## src/tlp_width_bridge_config.svh

```systemverilog
/*
 * tlp width bridge configuration
 * fixed widths of the 64-bit PCIe core stream and the 128-bit user
 * stream, plus the one-hot BAR-hit field carried beside the data
 */

`ifndef TLP_WIDTH_BRIDGE_CONFIG_SVH
`define TLP_WIDTH_BRIDGE_CONFIG_SVH

// ------------------------------
// dword and beat geometry
// ------------------------------

// bits in one dword
`define TLP_DW_BITS         32

// dwords per core beat, 64-bit core interface
`define TLP_CORE_DWORDS     2

// dwords per user beat, 128-bit user stream
`define TLP_USER_DWORDS     4

// ------------------------------
// sideband
// ------------------------------

// one bit per BAR plus expansion ROM
`define TLP_BAR_HIT_BITS    7

`endif

```

## src/tlp_width_bridge_pkg.sv

```systemverilog
/*
 * tlp width bridge types
 * vector typedefs for dwords, beat data, keep and BAR hit, and the
 * packed beat structs used on both sides of the bridge
 */

`include "tlp_width_bridge_config.svh"

package tlp_width_bridge_pkg;

    // ------------------------------
    // plain vectors
    // ------------------------------

    typedef logic [`TLP_DW_BITS-1:0]                     dword_t;
    typedef logic [`TLP_CORE_DWORDS*`TLP_DW_BITS-1:0]    core_data_t;
    typedef logic [`TLP_USER_DWORDS*`TLP_DW_BITS-1:0]    user_data_t;
    typedef logic [`TLP_USER_DWORDS-1:0]                 dw_keep_t;    // one bit per user dword
    typedef logic [`TLP_BAR_HIT_BITS-1:0]                bar_hit_t;    // one-hot

    // ------------------------------
    // beats
    // ------------------------------

    // one 64-bit beat as seen by the PCIe core
    typedef struct packed {
        core_data_t data;
        logic       hi_valid;   // upper dword carries data
        logic       last;       // final beat of the tlp
        bar_hit_t   bar_hit;
    } core_beat_t;

    // one 128-bit beat on the user stream
    typedef struct packed {
        user_data_t data;
        dw_keep_t   keep_dw;    // low bits set, contiguous
        logic       first;      // first beat of the tlp
        logic       last;       // beat with the final dword
        bar_hit_t   bar_hit;
    } user_beat_t;

    // ------------------------------
    // transmit splitter FSM
    // ------------------------------

    typedef enum logic [1:0] {
        TX_LOWER  = 2'd0,   // lower half straight from the user beat
        TX_UPPER  = 2'd1,   // registered upper half on the core side
        TX_RETIRE = 2'd2    // both halves gone, release the user beat
    } tx_state_t;

endpackage

```

## src/tlp_rx_packer.sv

```systemverilog
/*
 * receive packer
 * collects 64-bit core beats into 128-bit user beats, filling from
 * dword 0 upward. a user beat leaves once three or more dwords are held
 * or the packet has ended. no back-pressure in either direction
 */

`timescale 1ns/1ps
`include "tlp_width_bridge_config.svh"

module tlp_rx_packer import tlp_width_bridge_pkg::*; (
    input  logic       clk_pcie,
    input  logic       rst,

    // core side
    input  core_beat_t core_rx,
    input  logic       core_rx_valid,

    // user side, lite source
    output user_beat_t user_rx,
    output logic       user_rx_valid
);

    // ------------------------------
    // state
    // ------------------------------

    logic [2:0] dw_count;       // dwords held, 0 to 4
    logic       rx_first;
    logic       rx_last;        // packet end captured
    user_data_t asm_data;       // assembly register
    bar_hit_t   asm_bar_hit;

    logic       emit;
    logic [2:0] next_base;
    logic [2:0] next_count;
    dword_t     rx_lo_dw;
    dword_t     rx_hi_dw;

    // ------------------------------
    // next offset and beat emit
    // ------------------------------

    // a user beat goes out this cycle
    assign emit = rx_last || (dw_count > 3'd2);

    // an emitted beat frees the whole register
    assign next_base  = emit ? 3'd0 : dw_count;
    assign next_count = next_base + 3'd1 + {2'b00, core_rx.hi_valid};

    assign rx_lo_dw = core_rx.data[`TLP_DW_BITS-1:0];
    assign rx_hi_dw = core_rx.data[2*`TLP_DW_BITS-1:`TLP_DW_BITS];

    // ------------------------------
    // control
    // ------------------------------

    always_ff @(posedge clk_pcie) begin
        if (rst) begin
            dw_count <= 3'd0;
            rx_first <= 1'b1;
            rx_last  <= 1'b0;
        end else if (core_rx_valid) begin
            dw_count <= next_count;
            rx_last  <= core_rx.last;
            if (emit) begin
                rx_first <= rx_last;    // next packet starts fresh
            end
        end else if (emit) begin
            dw_count <= 3'd0;
            rx_last  <= 1'b0;
            rx_first <= rx_last;
        end
    end

    // dword writes at the current offset
    always_ff @(posedge clk_pcie) begin
        if (core_rx_valid) begin
            asm_data[next_base*`TLP_DW_BITS +: `TLP_DW_BITS] <= rx_lo_dw;
            if (core_rx.hi_valid) begin
                asm_data[(next_base+3'd1)*`TLP_DW_BITS +: `TLP_DW_BITS] <= rx_hi_dw;
            end
            asm_bar_hit <= core_rx.bar_hit;     // most recent beat wins
        end
    end

    // ------------------------------
    // user beat
    // ------------------------------

    assign user_rx_valid   = emit;
    assign user_rx.data    = asm_data;
    assign user_rx.keep_dw = {dw_count > 3'd3, dw_count > 3'd2, dw_count > 3'd1, 1'b1};
    assign user_rx.first   = rx_first;
    assign user_rx.last    = rx_last;
    assign user_rx.bar_hit = asm_bar_hit;

endmodule

```

## src/tlp_tx_splitter.sv

```systemverilog
/*
 * transmit splitter
 * sends the lower half of a 128-bit user beat straight to the core,
 * then the upper half from a register when keep_dw[2] is set. the user
 * beat is released only once every half it needs has been accepted
 */

`timescale 1ns/1ps
`include "tlp_width_bridge_config.svh"

module tlp_tx_splitter import tlp_width_bridge_pkg::*; (
    input  logic       clk_pcie,
    input  logic       rst,

    // user side
    input  user_beat_t user_tx,
    input  logic       user_tx_valid,
    output logic       user_tx_ready,

    // core side
    output core_beat_t core_tx,
    output logic       core_tx_valid,
    input  logic       core_tx_ready
);

    tx_state_t  state;
    core_beat_t pend_beat;      // registered upper half
    core_beat_t lower_beat;
    logic       two_half;       // user beat needs a second core beat

    assign two_half = user_tx.keep_dw[2];

    // ------------------------------
    // lower half without a register
    // ------------------------------

    assign lower_beat.data     = user_tx.data[`TLP_CORE_DWORDS*`TLP_DW_BITS-1:0];
    assign lower_beat.hi_valid = user_tx.keep_dw[1];
    assign lower_beat.last     = user_tx.last && !two_half;
    assign lower_beat.bar_hit  = user_tx.bar_hit;

    // ------------------------------
    // FSM
    // ------------------------------

    always_ff @(posedge clk_pcie) begin
        if (rst) begin
            state <= TX_LOWER;
        end else begin
            case (state)
                TX_LOWER: begin
                    if (user_tx_valid && core_tx_ready && two_half) begin
                        state <= TX_UPPER;
                    end
                end
                TX_UPPER: begin
                    if (core_tx_ready) begin
                        state <= TX_RETIRE;
                    end
                end
                default: begin
                    if (core_tx_ready) begin
                        state <= TX_LOWER;  // user beat taken this cycle
                    end
                end
            endcase
        end
    end

    // upper half loads only as the lower half of a two-half beat is accepted
    always_ff @(posedge clk_pcie) begin
        if (state == TX_LOWER && user_tx_valid && core_tx_ready && two_half) begin
            pend_beat.data     <= user_tx.data[`TLP_USER_DWORDS*`TLP_DW_BITS-1:
                                               `TLP_CORE_DWORDS*`TLP_DW_BITS];
            pend_beat.hi_valid <= user_tx.keep_dw[3];
            pend_beat.last     <= user_tx.last;
            pend_beat.bar_hit  <= user_tx.bar_hit;
        end
    end

    // ------------------------------
    // outputs
    // ------------------------------

    assign core_tx       = (state == TX_UPPER) ? pend_beat : lower_beat;
    assign core_tx_valid = (state == TX_UPPER) || (state == TX_LOWER && user_tx_valid);

    assign user_tx_ready = core_tx_ready &&
                           ((state == TX_LOWER && !(user_tx_valid && two_half)) ||
                            state == TX_RETIRE);

endmodule

```

## src/tlp_width_bridge.sv

```systemverilog
/*
 * tlp width bridge
 * data-path core between the 64-bit PCIe core stream and the 128-bit
 * user stream. receive beats are packed, transmit beats are split
 */

`timescale 1ns/1ps
`include "tlp_width_bridge_config.svh"

module tlp_width_bridge import tlp_width_bridge_pkg::*; (
    input  logic       clk_pcie,
    input  logic       rst,

    // receive, core to user
    input  core_beat_t core_rx,
    input  logic       core_rx_valid,
    output user_beat_t user_rx,
    output logic       user_rx_valid,

    // transmit, user to core
    input  user_beat_t user_tx,
    input  logic       user_tx_valid,
    output logic       user_tx_ready,
    output core_beat_t core_tx,
    output logic       core_tx_valid,
    input  logic       core_tx_ready
);

    // ------------------------------
    // receive path
    // ------------------------------

    tlp_rx_packer u_rx_packer (
        .clk_pcie      ( clk_pcie      ),
        .rst           ( rst           ),
        .core_rx       ( core_rx       ),   // <- 64-bit core beat
        .core_rx_valid ( core_rx_valid ),
        .user_rx       ( user_rx       ),   // -> 128-bit user beat
        .user_rx_valid ( user_rx_valid )
    );

    // ------------------------------
    // transmit path
    // ------------------------------

    tlp_tx_splitter u_tx_splitter (
        .clk_pcie      ( clk_pcie      ),
        .rst           ( rst           ),
        .user_tx       ( user_tx       ),   // <- 128-bit user beat
        .user_tx_valid ( user_tx_valid ),
        .user_tx_ready ( user_tx_ready ),
        .core_tx       ( core_tx       ),   // -> 64-bit core beat
        .core_tx_valid ( core_tx_valid ),
        .core_tx_ready ( core_tx_ready )
    );

endmodule

```

## config.mk

```make
export PLATFORM = sky130hd
export DESIGN_NAME = tlp_width_bridge
export DESIGN_NICKNAME = d
export VERILOG_FILES = /design/src/tlp_width_bridge_pkg.sv /design/src/tlp_rx_packer.sv /design/src/tlp_tx_splitter.sv /design/src/tlp_width_bridge.sv
export VERILOG_INCLUDE_DIRS = /design/src /design/src/src
export SDC_FILE = /design/constraint.sdc
export NUM_CORES = 1
export LEC_CHECK = 0
export BUFFER_PORTS_ARGS = -buffer_cell sky130_fd_sc_hd__buf_2
export CAP_MARGIN = 20
export CORE_AREA = 4 4 168 170
export CTS_BUF_LIST = sky130_fd_sc_hd__clkbuf_2 sky130_fd_sc_hd__clkbuf_4 sky130_fd_sc_hd__clkbuf_8
export DETAILED_ROUTE_END_ITERATION = 6
export DIE_AREA = 0 0 172 174
export HOLD_SLACK_MARGIN = 0.06
export MAX_ROUTING_LAYER = met4
export PLACE_DENSITY = 0.71
export SYNTH_ARGS = -nofsm -noshare
export SYNTH_HDL_FRONTEND = slang
export SYNTH_SLANG_ARGS = --single-unit
```

## constraint.sdc

```tcl
create_clock -name clk_pcie -period 8.15 [get_ports clk_pcie]
set_input_delay 1.63 -clock clk_pcie [delete_from_list [all_inputs] [get_ports clk_pcie]]
set_output_delay 1.63 -clock clk_pcie [all_outputs]
set_load 0.01 [all_outputs]
```

* After elaboration in Yosys (flattened, before gate mapping) *
Cells that the tools add are included.
Widths: inputs -> output; s select.

storage, ports and cells
  register bits after elaboration = 215
  input port bits = 219
  output and inout port bits = 217
  word-level logic and storage cells = 56

operators by class
  $add $sub $neg = 5
  order comparisons = 3
  eq/ne operators = 4
  shift-type cells = 4
  muxes and demuxes = 12
  reduce and logical (&&, ||, !) cells = 18

operators by type and width
  kind                       count
  $bwmux 128                 2
  $shift 32x34->128 const A  2
  $shiftx 32x34->128         2
  $mux 128                   1
  $mux 73                    1
  $neg 32->34                1
  $neg 8->34                 1
  $logic_and 1x1->1          9
  $gt 3x2->1 const B         2
  $mux 2                     3
  $mux 3                     2
  $add 3x1->4 const B        1
  $pmux 2 s2                 1
  $reduce_bool 2->1          2
  $add 3x1->3                1
  $add 3x1->3 const B        1
  $gt 3x1->1 const B         1
  $logic_or 1x1->1           3
  $reduce_and 3->1           1
  $eq 2x1->1 const B         1
  $eq 2x2->1 const B         1
  $logic_not 1->1            2
  $logic_not 2->1            1
  $mux 1                     2
  other kinds (2)            2

* Longest topological paths before layout *
Gate-level depths: netlist (run 1).

  depth in word-level cells = 8
  depth in mapped cells = 12

* Hierarchy *
Synthesis (run 1) repeated with hierarchy kept, for this count alone.

unflattened totals
  cells, all modules = 856
  area, all modules = 11,189.5 um^2

by module, submodules not included
  module           instances  cells an instance  area an instance (um^2)  sequential area each (um^2)
  tlp_rx_packer    1          687                7,624.8                  4,154.0
  tlp_tx_splitter  1          169                3,564.7                  2,232.1

* Worst setup path before layout (run 1) *
No wires, ideal clock.

  path type = input to register
  start = input port core_tx_ready
  end = register u_tx_splitter.state[0]
  library setup time = 0.080 ns
  arrival time = 7.330 ns
  path slack = 0.740 ns
  stages = 3
  path buffers = 0
  cells stage by stage = nand2b_1 > nor3_1 > o21ba_2

between the ends
  cells in the longest elaborated chain, start to end = 4
  elaborated cells between the ends (all ways) = 6

RTL lines
  what                             RTL line                text
  start: declaration               tlp_width_bridge.sv:26  input logic core_tx_ready
  $logic_and 1x1->1 (2 in series)  tlp_tx_splitter.sv:52   if (user_tx_valid && core_tx_ready && two_half) begin
  $ne 2x1->1 (no line)             n/a
  $reduce_and 3->1 (no line) *     n/a
  end signal: assignment           tlp_tx_splitter.sv:53   state <= TX_UPPER;
  end signal: assignment           tlp_tx_splitter.sv:58   state <= TX_RETIRE;
  end signal: assignment           tlp_tx_splitter.sv:63   state <= TX_LOWER;
  end: declaration                 tlp_tx_splitter.sv:26   tx_state_t state;

Every way passes the cells marked *; elsewhere a longest branch is shown, timed or not.
A chain may end at the register's enable or synchronous reset.

==> impl_metrics.yaml, run 1 <==
power_and_ir_drop:
  p_clk_frac: 0.352
  p_leak_nw: 5.65
  swShare: 0.275
  ir_worst_vdd_mv: 0.149
  switchingPower_uw: 806
  seqPwrFrac: 0.467
  power_density_nw_per_um2: 214
  p_int_mw: 2.13
  power_frac_comb: 0.181
  power_mw: 2.93
logic_synthesis:
  synth_compound_area_frac: 0.134
  synth_top_area_share: 0.599
  syn_area_um2: 10400
  synthAdderAreaFrac: 0.0120
  ys_top_cells_by_count: "edfxtp_1 (208), mux2_2 (105), clkbuf_1 (68)"
  yosys.area_share.simple: 0.0804
  async_reset_ff_frac: 0
  post-synth-top-count-cell: "edfxtp_1"
  ys_ff_latch: 215
  yosys_warnings: 0
  synth_area_leaders: "edfxtp_1 (60%), mux2_2 (11%), nand4_1 (3.8%)"
  syn_area_per_cell_um2: 13.4
  synth_cells: 779
  ys_types: 38
  synth_top_family_by_area: "compound AO/OA/AOI/OAI gates"
  synth_area_leader_cell: "edfxtp_1"
  synth_xor_area_frac: 0.000840
  yosys-mux-area-fraction: 0.115
  synth_flop_cell: "edfxtp_1"
  ys_seq_area_frac: 0.612
  synth-edff-count: 208
route:
  routed-wl-met3_mm: 4.38
  drt-total-wl_mm: 38.0
  initialDrtViolationCount: 757
  drc_errors: 0
  wl_met2_mm: 18.5
  vias_per_cell: 5.63
  firstDrtPassIters: 5
  drtAntennaViolNets: 0
  vias: 8850
  wl_met1_mm: 14.0
  avgRoutedWirePerCell_um: 24.2
  highest_layer: "met4"
critical_path:
  crit_required_ns: 6.52
  cp_max_fo: 56
  critPathSlowestCell: "buf_4"
  slowest_delay_ns: 0.67
  crit_type: "reg2out"
  arrival_ns: 2.72
  end_kind: "primary output"
  start_kind: "register"
  crit_path_cell_trace: "nor2b_4, buf_4, mux2_2, buf_2"
floorplanning:
  die_w_um: 172
  core_um2: 26700
  num_rows: 60
  boundaryPins: 436
  initial_core_util: 0.390
  die_area_um2: 29900
  die_y_um: 174
cts:
  clock_sinks: 215
  post-cts-setup-buffer-count: 0
  cts-resized-gates: 0
  clk_latency_ns: 0.53
  htree_levels: 2
  clockRootBuffer: "clkbuf_8"
  hold_buffers: 0
  cts_tree: "yes"
  clock_path_buffers: 3
  path_clk_slew_ns: 0.06
  cts_buffers: 39
sta:
  hold_violations: 0
  setup_tns_ns: 0
  tightest_slew_ns: 1.06
  final-setup-viol-count: 0
  max_clock_freq_mhz: 230
  finalMaxSlewViolations: 0
  rsz0062_at_grt: "false"
  relSlewSlack: 0.294
  post-route-period-util: 0.533
  hold-worst-slack_ns: 0.475
  period_needed_ns: 4.35
  skew_ns: 0.0229
cells_and_area:
  finalInstanceArea_um2: 13700
  multi_input_area_um2: 3630
  syn2layout_area_growth_pct: 31.3
  seqCellArea_um2: 6390
  drive_gt1_frac: 0.520
  nets: 1422
  n_fill_cell: 2403
grt:
  grt_overflow: 0
  grt_pass1_wl_mm: 55.2
  grt_usage: 0.247
  grt_max_degree: 81
  antenna_found_initial: 10
  grt_pass1_vias: 8840
run_status:
  status: "finished clean"
worst_hold_path:
  hold_class: "reg2reg"
run:
  cap_violations: 0
placed_design:
  io_buffers: 432
  placed_cell_area_um2: 12900
  place_hpwl_mm: 26.4
  gp_congestion: 0.895
## power groups by stage
| stage | Clock [mW] | Sequential (mW) | Combinational (mW) |
|---|---|---|---|
| after CTS | 1.06 | 1.37 | 0.533 |
| after detailed placement | 0 | 1.39 | 0.532 |
| final | 1.03 | 1.37 | 0.529 |
| after global placement | 0 | 1.39 | 0.519 |
| after floorplan | 0 | 1.42 | 0.237 |
| after global routing | 1.11 | 1.38 | 0.571 |
## registers in the layout, indices dropped and copies added (netlist names)
signal	flops
u_rx_packer.asm_data	128
u_tx_splitter.state	2
u_rx_packer.dw_count	3
u_tx_splitter.pend_beat	73
u_rx_packer.rx_first	1
u_rx_packer.asm_bar_hit	7
u_rx_packer.rx_last	1
## kinds of logic (layout without fill, tap and decap cells)
| family | after synthesis | after routing |
|---|---|---|
| AND/OR/NAND/NOR | 160 | 160 |
| multiplexers | 107 | 107 |
| adder cells (fa/ha/maj) | 10 | 10 |
| AO/OA/AOI/OAI | 166 | 166 |
| other | 2 | 13 |
| XOR/XNOR | 1 | 1 |
| flip-flops | 215 | 215 |
| buffers and inverters | 118 | 558 |
## cell usage in the layout, fill, tap and decap left out, drive strengths merged, types with 2 or more instances in the layout
master   netlist  layout
nand4         64      64
dfxtp          7       7
nand2         40      40
clkbuf        68      58
nand2b         3       3
nor2b          2       2
nor2          38      38
mux2         105     105
a211oi        32      32
a32oi         32      32
nor4           2       2
o2bb2ai       31      31
ha            10      10
o21ba          2       2
a22o          31      31
a21oi          3       3
diode          0      10
clkinv         0       8
conb           2       3
o221ai        32      32
nor4b          2       2
and3b          3       3
edfxtp       208     208
mux2i          2       2
inv           38      38
buf           12     452
## cell type report
| class | count | share of cell area |
|---|---|---|
| Antenna cell | 10 | 0.00183 |
| Timing Repair Buffer | 452 | 0.169 |
| Tap cell | 341 | 0.0311 |
| Multi-Input combinational cell | 447 | 0.265 |
| Clock buffer | 58 | 0.0510 |
| Inverter | 38 | 0.0104 |
| Clock inverter | 10 | 0.00512 |
| Sequential cell | 215 | 0.466 |
## per-layer routing
metal  track usage  up-vias
li1              -     3963
met1         0.293     4278
met2         0.397      539
met3        0.0823       70
met4        0.0799        0
met5             -        -
## worst paths after layout
check	from	endpoint	slack (ns)	depth (start not counted)
max reg2reg	u_rx_packer.dw_count[0]	u_rx_packer.asm_data[91]	3.82	10
min	u_rx_packer.rx_first	u_rx_packer.rx_first	0.48	1
min reg2reg	u_rx_packer.rx_first	u_rx_packer.rx_first	0.48	1
max	u_tx_splitter.state[0]	core_tx[50]	3.80	4
## worst max-delay path: cells and delay by family, from the launching register on
family | cells | cell delay (ns)
buf+inv | 2 | 0.82
mux | 1 | 0.45
flops | 1 | 0.36
simple gates | 1 | 0.51
## per-stage QoR
| step | std cells | util | worst slack [ns] |
|---|---|---|---|
| 6_report | 1571 | 0.513 | 3.80 |
| 5_1_grt | 1571 | 0.513 | 3.54 |
| 4_1_cts | 1561 | 0.512 | 3.78 |
| 3_5_place_dp | 1493 | 0.483 | 3.81 |
| 3_3_place_gp | 1493 | 0.483 | 3.87 |
| 2_1_floorplan | 780 | - | 0.740 |
Note: power is estimated with default switching activity, not from simulation.
==> inputs of run 2 (changes only) <==
ABC_AREA = 1   (was unset)
PLACE_DENSITY = 0.79   (was 0.71)
clock period = 3.8 ns   (was 8.15 ns; I/O delays follow)
==> run 2 against run 1 <==
- global-route usage grew 1.9 points
- clock power grew 130%
- non-clock buffer count grew 7
- via count grew 26%
- die area is the same
- utilization grew 5.0 points
- critical path type unchanged
- critical endpoint is now core_tx[29]
- highest routed layer unchanged
==> impl_metrics.yaml, run 2 <==
grt:
  grt_overflow: 0
  grt_pass1_wl_mm: 60.7
  grt_usage: 0.266
  grt_pass1_vias: 10623
  grt_max_degree: 95
  antenna_found_initial: 2
critical_path:
  arrival_ns: 2.55
  reg2reg_to: "u_rx_packer.asm_data[83]"
  worst-path-buf-inv: 2
  crit_required_ns: 3.04
  crit_path_cell_trace: "or2_2, buf_12, mux2_2, buf_2"
  r2r_slack_ns: 0.83
  slowest_delay_ns: 0.73
  crit_family: "simple AND/OR/NAND/NOR gates"
  critPathSlowestCell: "or2_2"
  start_kind: "register"
  crit_start: "u_tx_splitter.state[1]"
  end_kind: "primary output"
  crit_type: "reg2out"
  r2r_start: "u_rx_packer.rx_last"
  cp_max_fo: 41
  reg2reg_depth: 12
sta:
  max_clock_freq_mhz: 302
  tightest_slew_ns: 0.965
  post-route-period-util: 0.872
  rsz0062_at_grt: "false"
  period_needed_ns: 3.31
  relSlewSlack: 0.355
  finalMaxSlewViolations: 0
  final.setup.worst_slack_ns: 0.488
  setup_tns_ns: 0
  hold_violations: 0
  skew_ns: 0.0322
  final-setup-viol-count: 0
power_and_ir_drop:
  power_density_nw_per_um2: 443
  p_leak_nw: 7.78
  ir_worst_vdd_mv: 0.273
logic_synthesis:
  yosys_warnings: 0
  yosys.area_share.simple: 0.270
  post-synth-top-count-cell: "nand2_1"
  synth_flop_cell: "edfxtp_1"
  synth_xor_area_frac: 0
  syn_area_um2: 11800
  synth_area_leaders: "edfxtp_1 (53%), nand2_1 (15%), nand3_1 (11%)"
  synth_compound_area_frac: 0.00309
  ys_top_cells_by_count: "nand2_1 (463), nand3_1 (261), edfxtp_1 (208)"
  ys_types: 26
  synth-edff-count: 208
  synthAdderAreaFrac: 0.0106
  synth_area_leader_cell: "edfxtp_1"
  yosys-mux-area-fraction: 0.0690
  synth_top_family_by_area: "simple AND/OR/NAND/NOR gates"
  ys_seq_area_frac: 0.543
  synth_top_area_share: 0.531
  ys_ff_latch: 215
  syn_area_per_cell_um2: 8.76
  synth_cells: 1341
  async_reset_ff_frac: 0
cells_and_area:
  drive_gt1_frac: 0.340
  top_regs: "u_rx_packer.asm_data x128, u_tx_splitter.pend_beat x73, u_rx_packer.asm_bar_hit x7"
  n_fill_cell: 2398
  mostFrequentLayoutCells: "nand2_1 (463), buf_2 (431), nand3_1 (261)"
  layout_commonest_cell: "nand2_1"
  syn2layout_area_growth_pct: 27.9
  largest_register_ffs: 128
  top_register: "u_rx_packer.asm_data"
  nets: 1987
cts:
  post-cts-setup-buffer-count: 0
  hold_buffers: 0
  clockRootBuffer: "clkbuf_8"
  htree_levels: 2
  cts-resized-gates: 0
  clk_latency_ns: 0.54
  clock_path_buffers: 3
  clock_sinks: 215
  cts_tree: "yes"
  path_clk_slew_ns: 0.06
  cts_buffers: 39
route:
  firstDrtPassIters: 5
  avgRoutedWirePerCell_um: 19.0
  initialDrtViolationCount: 1323
  drt-total-wl_mm: 40.5
  drtAntennaViolNets: 0
  drc_errors: 0
  vias: 11153
  vias_per_cell: 5.23
worst_hold_path:
  worstHoldEndpoint: "u_tx_splitter.pend_beat[71]"
  holdCritStartpoint: "user_tx[139]"
  whs_path_depth: 1
  hold_class: "in2reg"
placed_design:
  place_hpwl_mm: 28.8
  gp_congestion: 1.01
  io_buffers: 432
  pre_cts_ws_ns: 0.880
floorplanning:
  initial_core_util: 0.440
  die_y_um: 174
  die_area_um2: 29900
  core_um2: 26700
  num_rows: 60
  die_w_um: 172
  boundaryPins: 436
run:
  cap_violations: 0
run_status:
  status: "finished clean"
[run 2: cell count changes after synthesis, sizes merged, moves of 32 or more]
cell    change
inv       +169
o221ai     -32
nand4      -62
a32oi      -32
buf        +42
mux2       -33
nand3     +262
a211oi     -32
clkbuf     -38
nand2     +423
[run 2: kinds of logic (layout without fill, tap and decap cells)]
family	count (synthesis)	count (layout)
simple gates	744	744
compound gates	7	7
fa+ha+maj	10	10
other cells	2	5
flops	215	215
buf+inv	291	737
mux	72	72
[run 2: worst max-delay path by stage]
stage | to | depth (start not counted)
after global routing | core_tx[52] | 4
after CTS | core_tx[33] | 4
after global placement | u_rx_packer.asm_data[73] | 11
after floorplan | u_tx_splitter.pend_beat[0] | 2
after detailed placement | u_rx_packer.asm_data[67] | 12
final | core_tx[29] | 4
[run 2: metrics by stage]
| stage | std cells | area [µm²] | hold WS [ns] | utilization | total power [mW] |
|---|---|---|---|---|---|
| floorplan | 1342 | 11800 | 0.457 | - | 3.74 |
| global placement | 2058 | 14200 | 0.486 | 0.531 | 4.30 |
| global route | 2130 | 15000 | 0.361 | 0.562 | 6.98 |
| finish | 2131 | 15000 | 0.388 | 0.562 | 6.66 |
| detailed placement | 2058 | 14200 | 0.491 | 0.531 | 4.35 |
| CTS | 2129 | 15000 | 0.361 | 0.562 | 6.70 |
[run 2: layout make-up]
cell class / instances / area [µm²] / share of cell area
Clock buffer: 51 / 652 / 0.0434
Multi-Input combinational cell: 836 / 4210 / 0.280
Clock inverter: 20 / 176 / 0.0117
Sequential cell: 215 / 6390 / 0.425
Tap cell: 341 / 427 / 0.0284
Antenna cell: 2 / 5.00 / 0.000333
Inverter: 207 / 777 / 0.0517
Timing Repair Buffer: 459 / 2400 / 0.159
[run 2: routing by layer]
| metal | wire, µm | global-route usage |
|---|---|---|
| met1 | 15400 | 0.342 |
| met2 | 19600 | 0.427 |
| met3 | 4270 | 0.0500 |
| met4 | 1250 | 0.0845 |
| met5 | 0 | - |
[run 2: report_power, final]
group	internal (mW)	switching [mW]	total [mW]	leakage, nW
Clock	1.33	1.01	2.34	0.423
Combinational	0.504	0.856	1.36	5.30
Sequential	2.86	0.0971	2.96	2.05
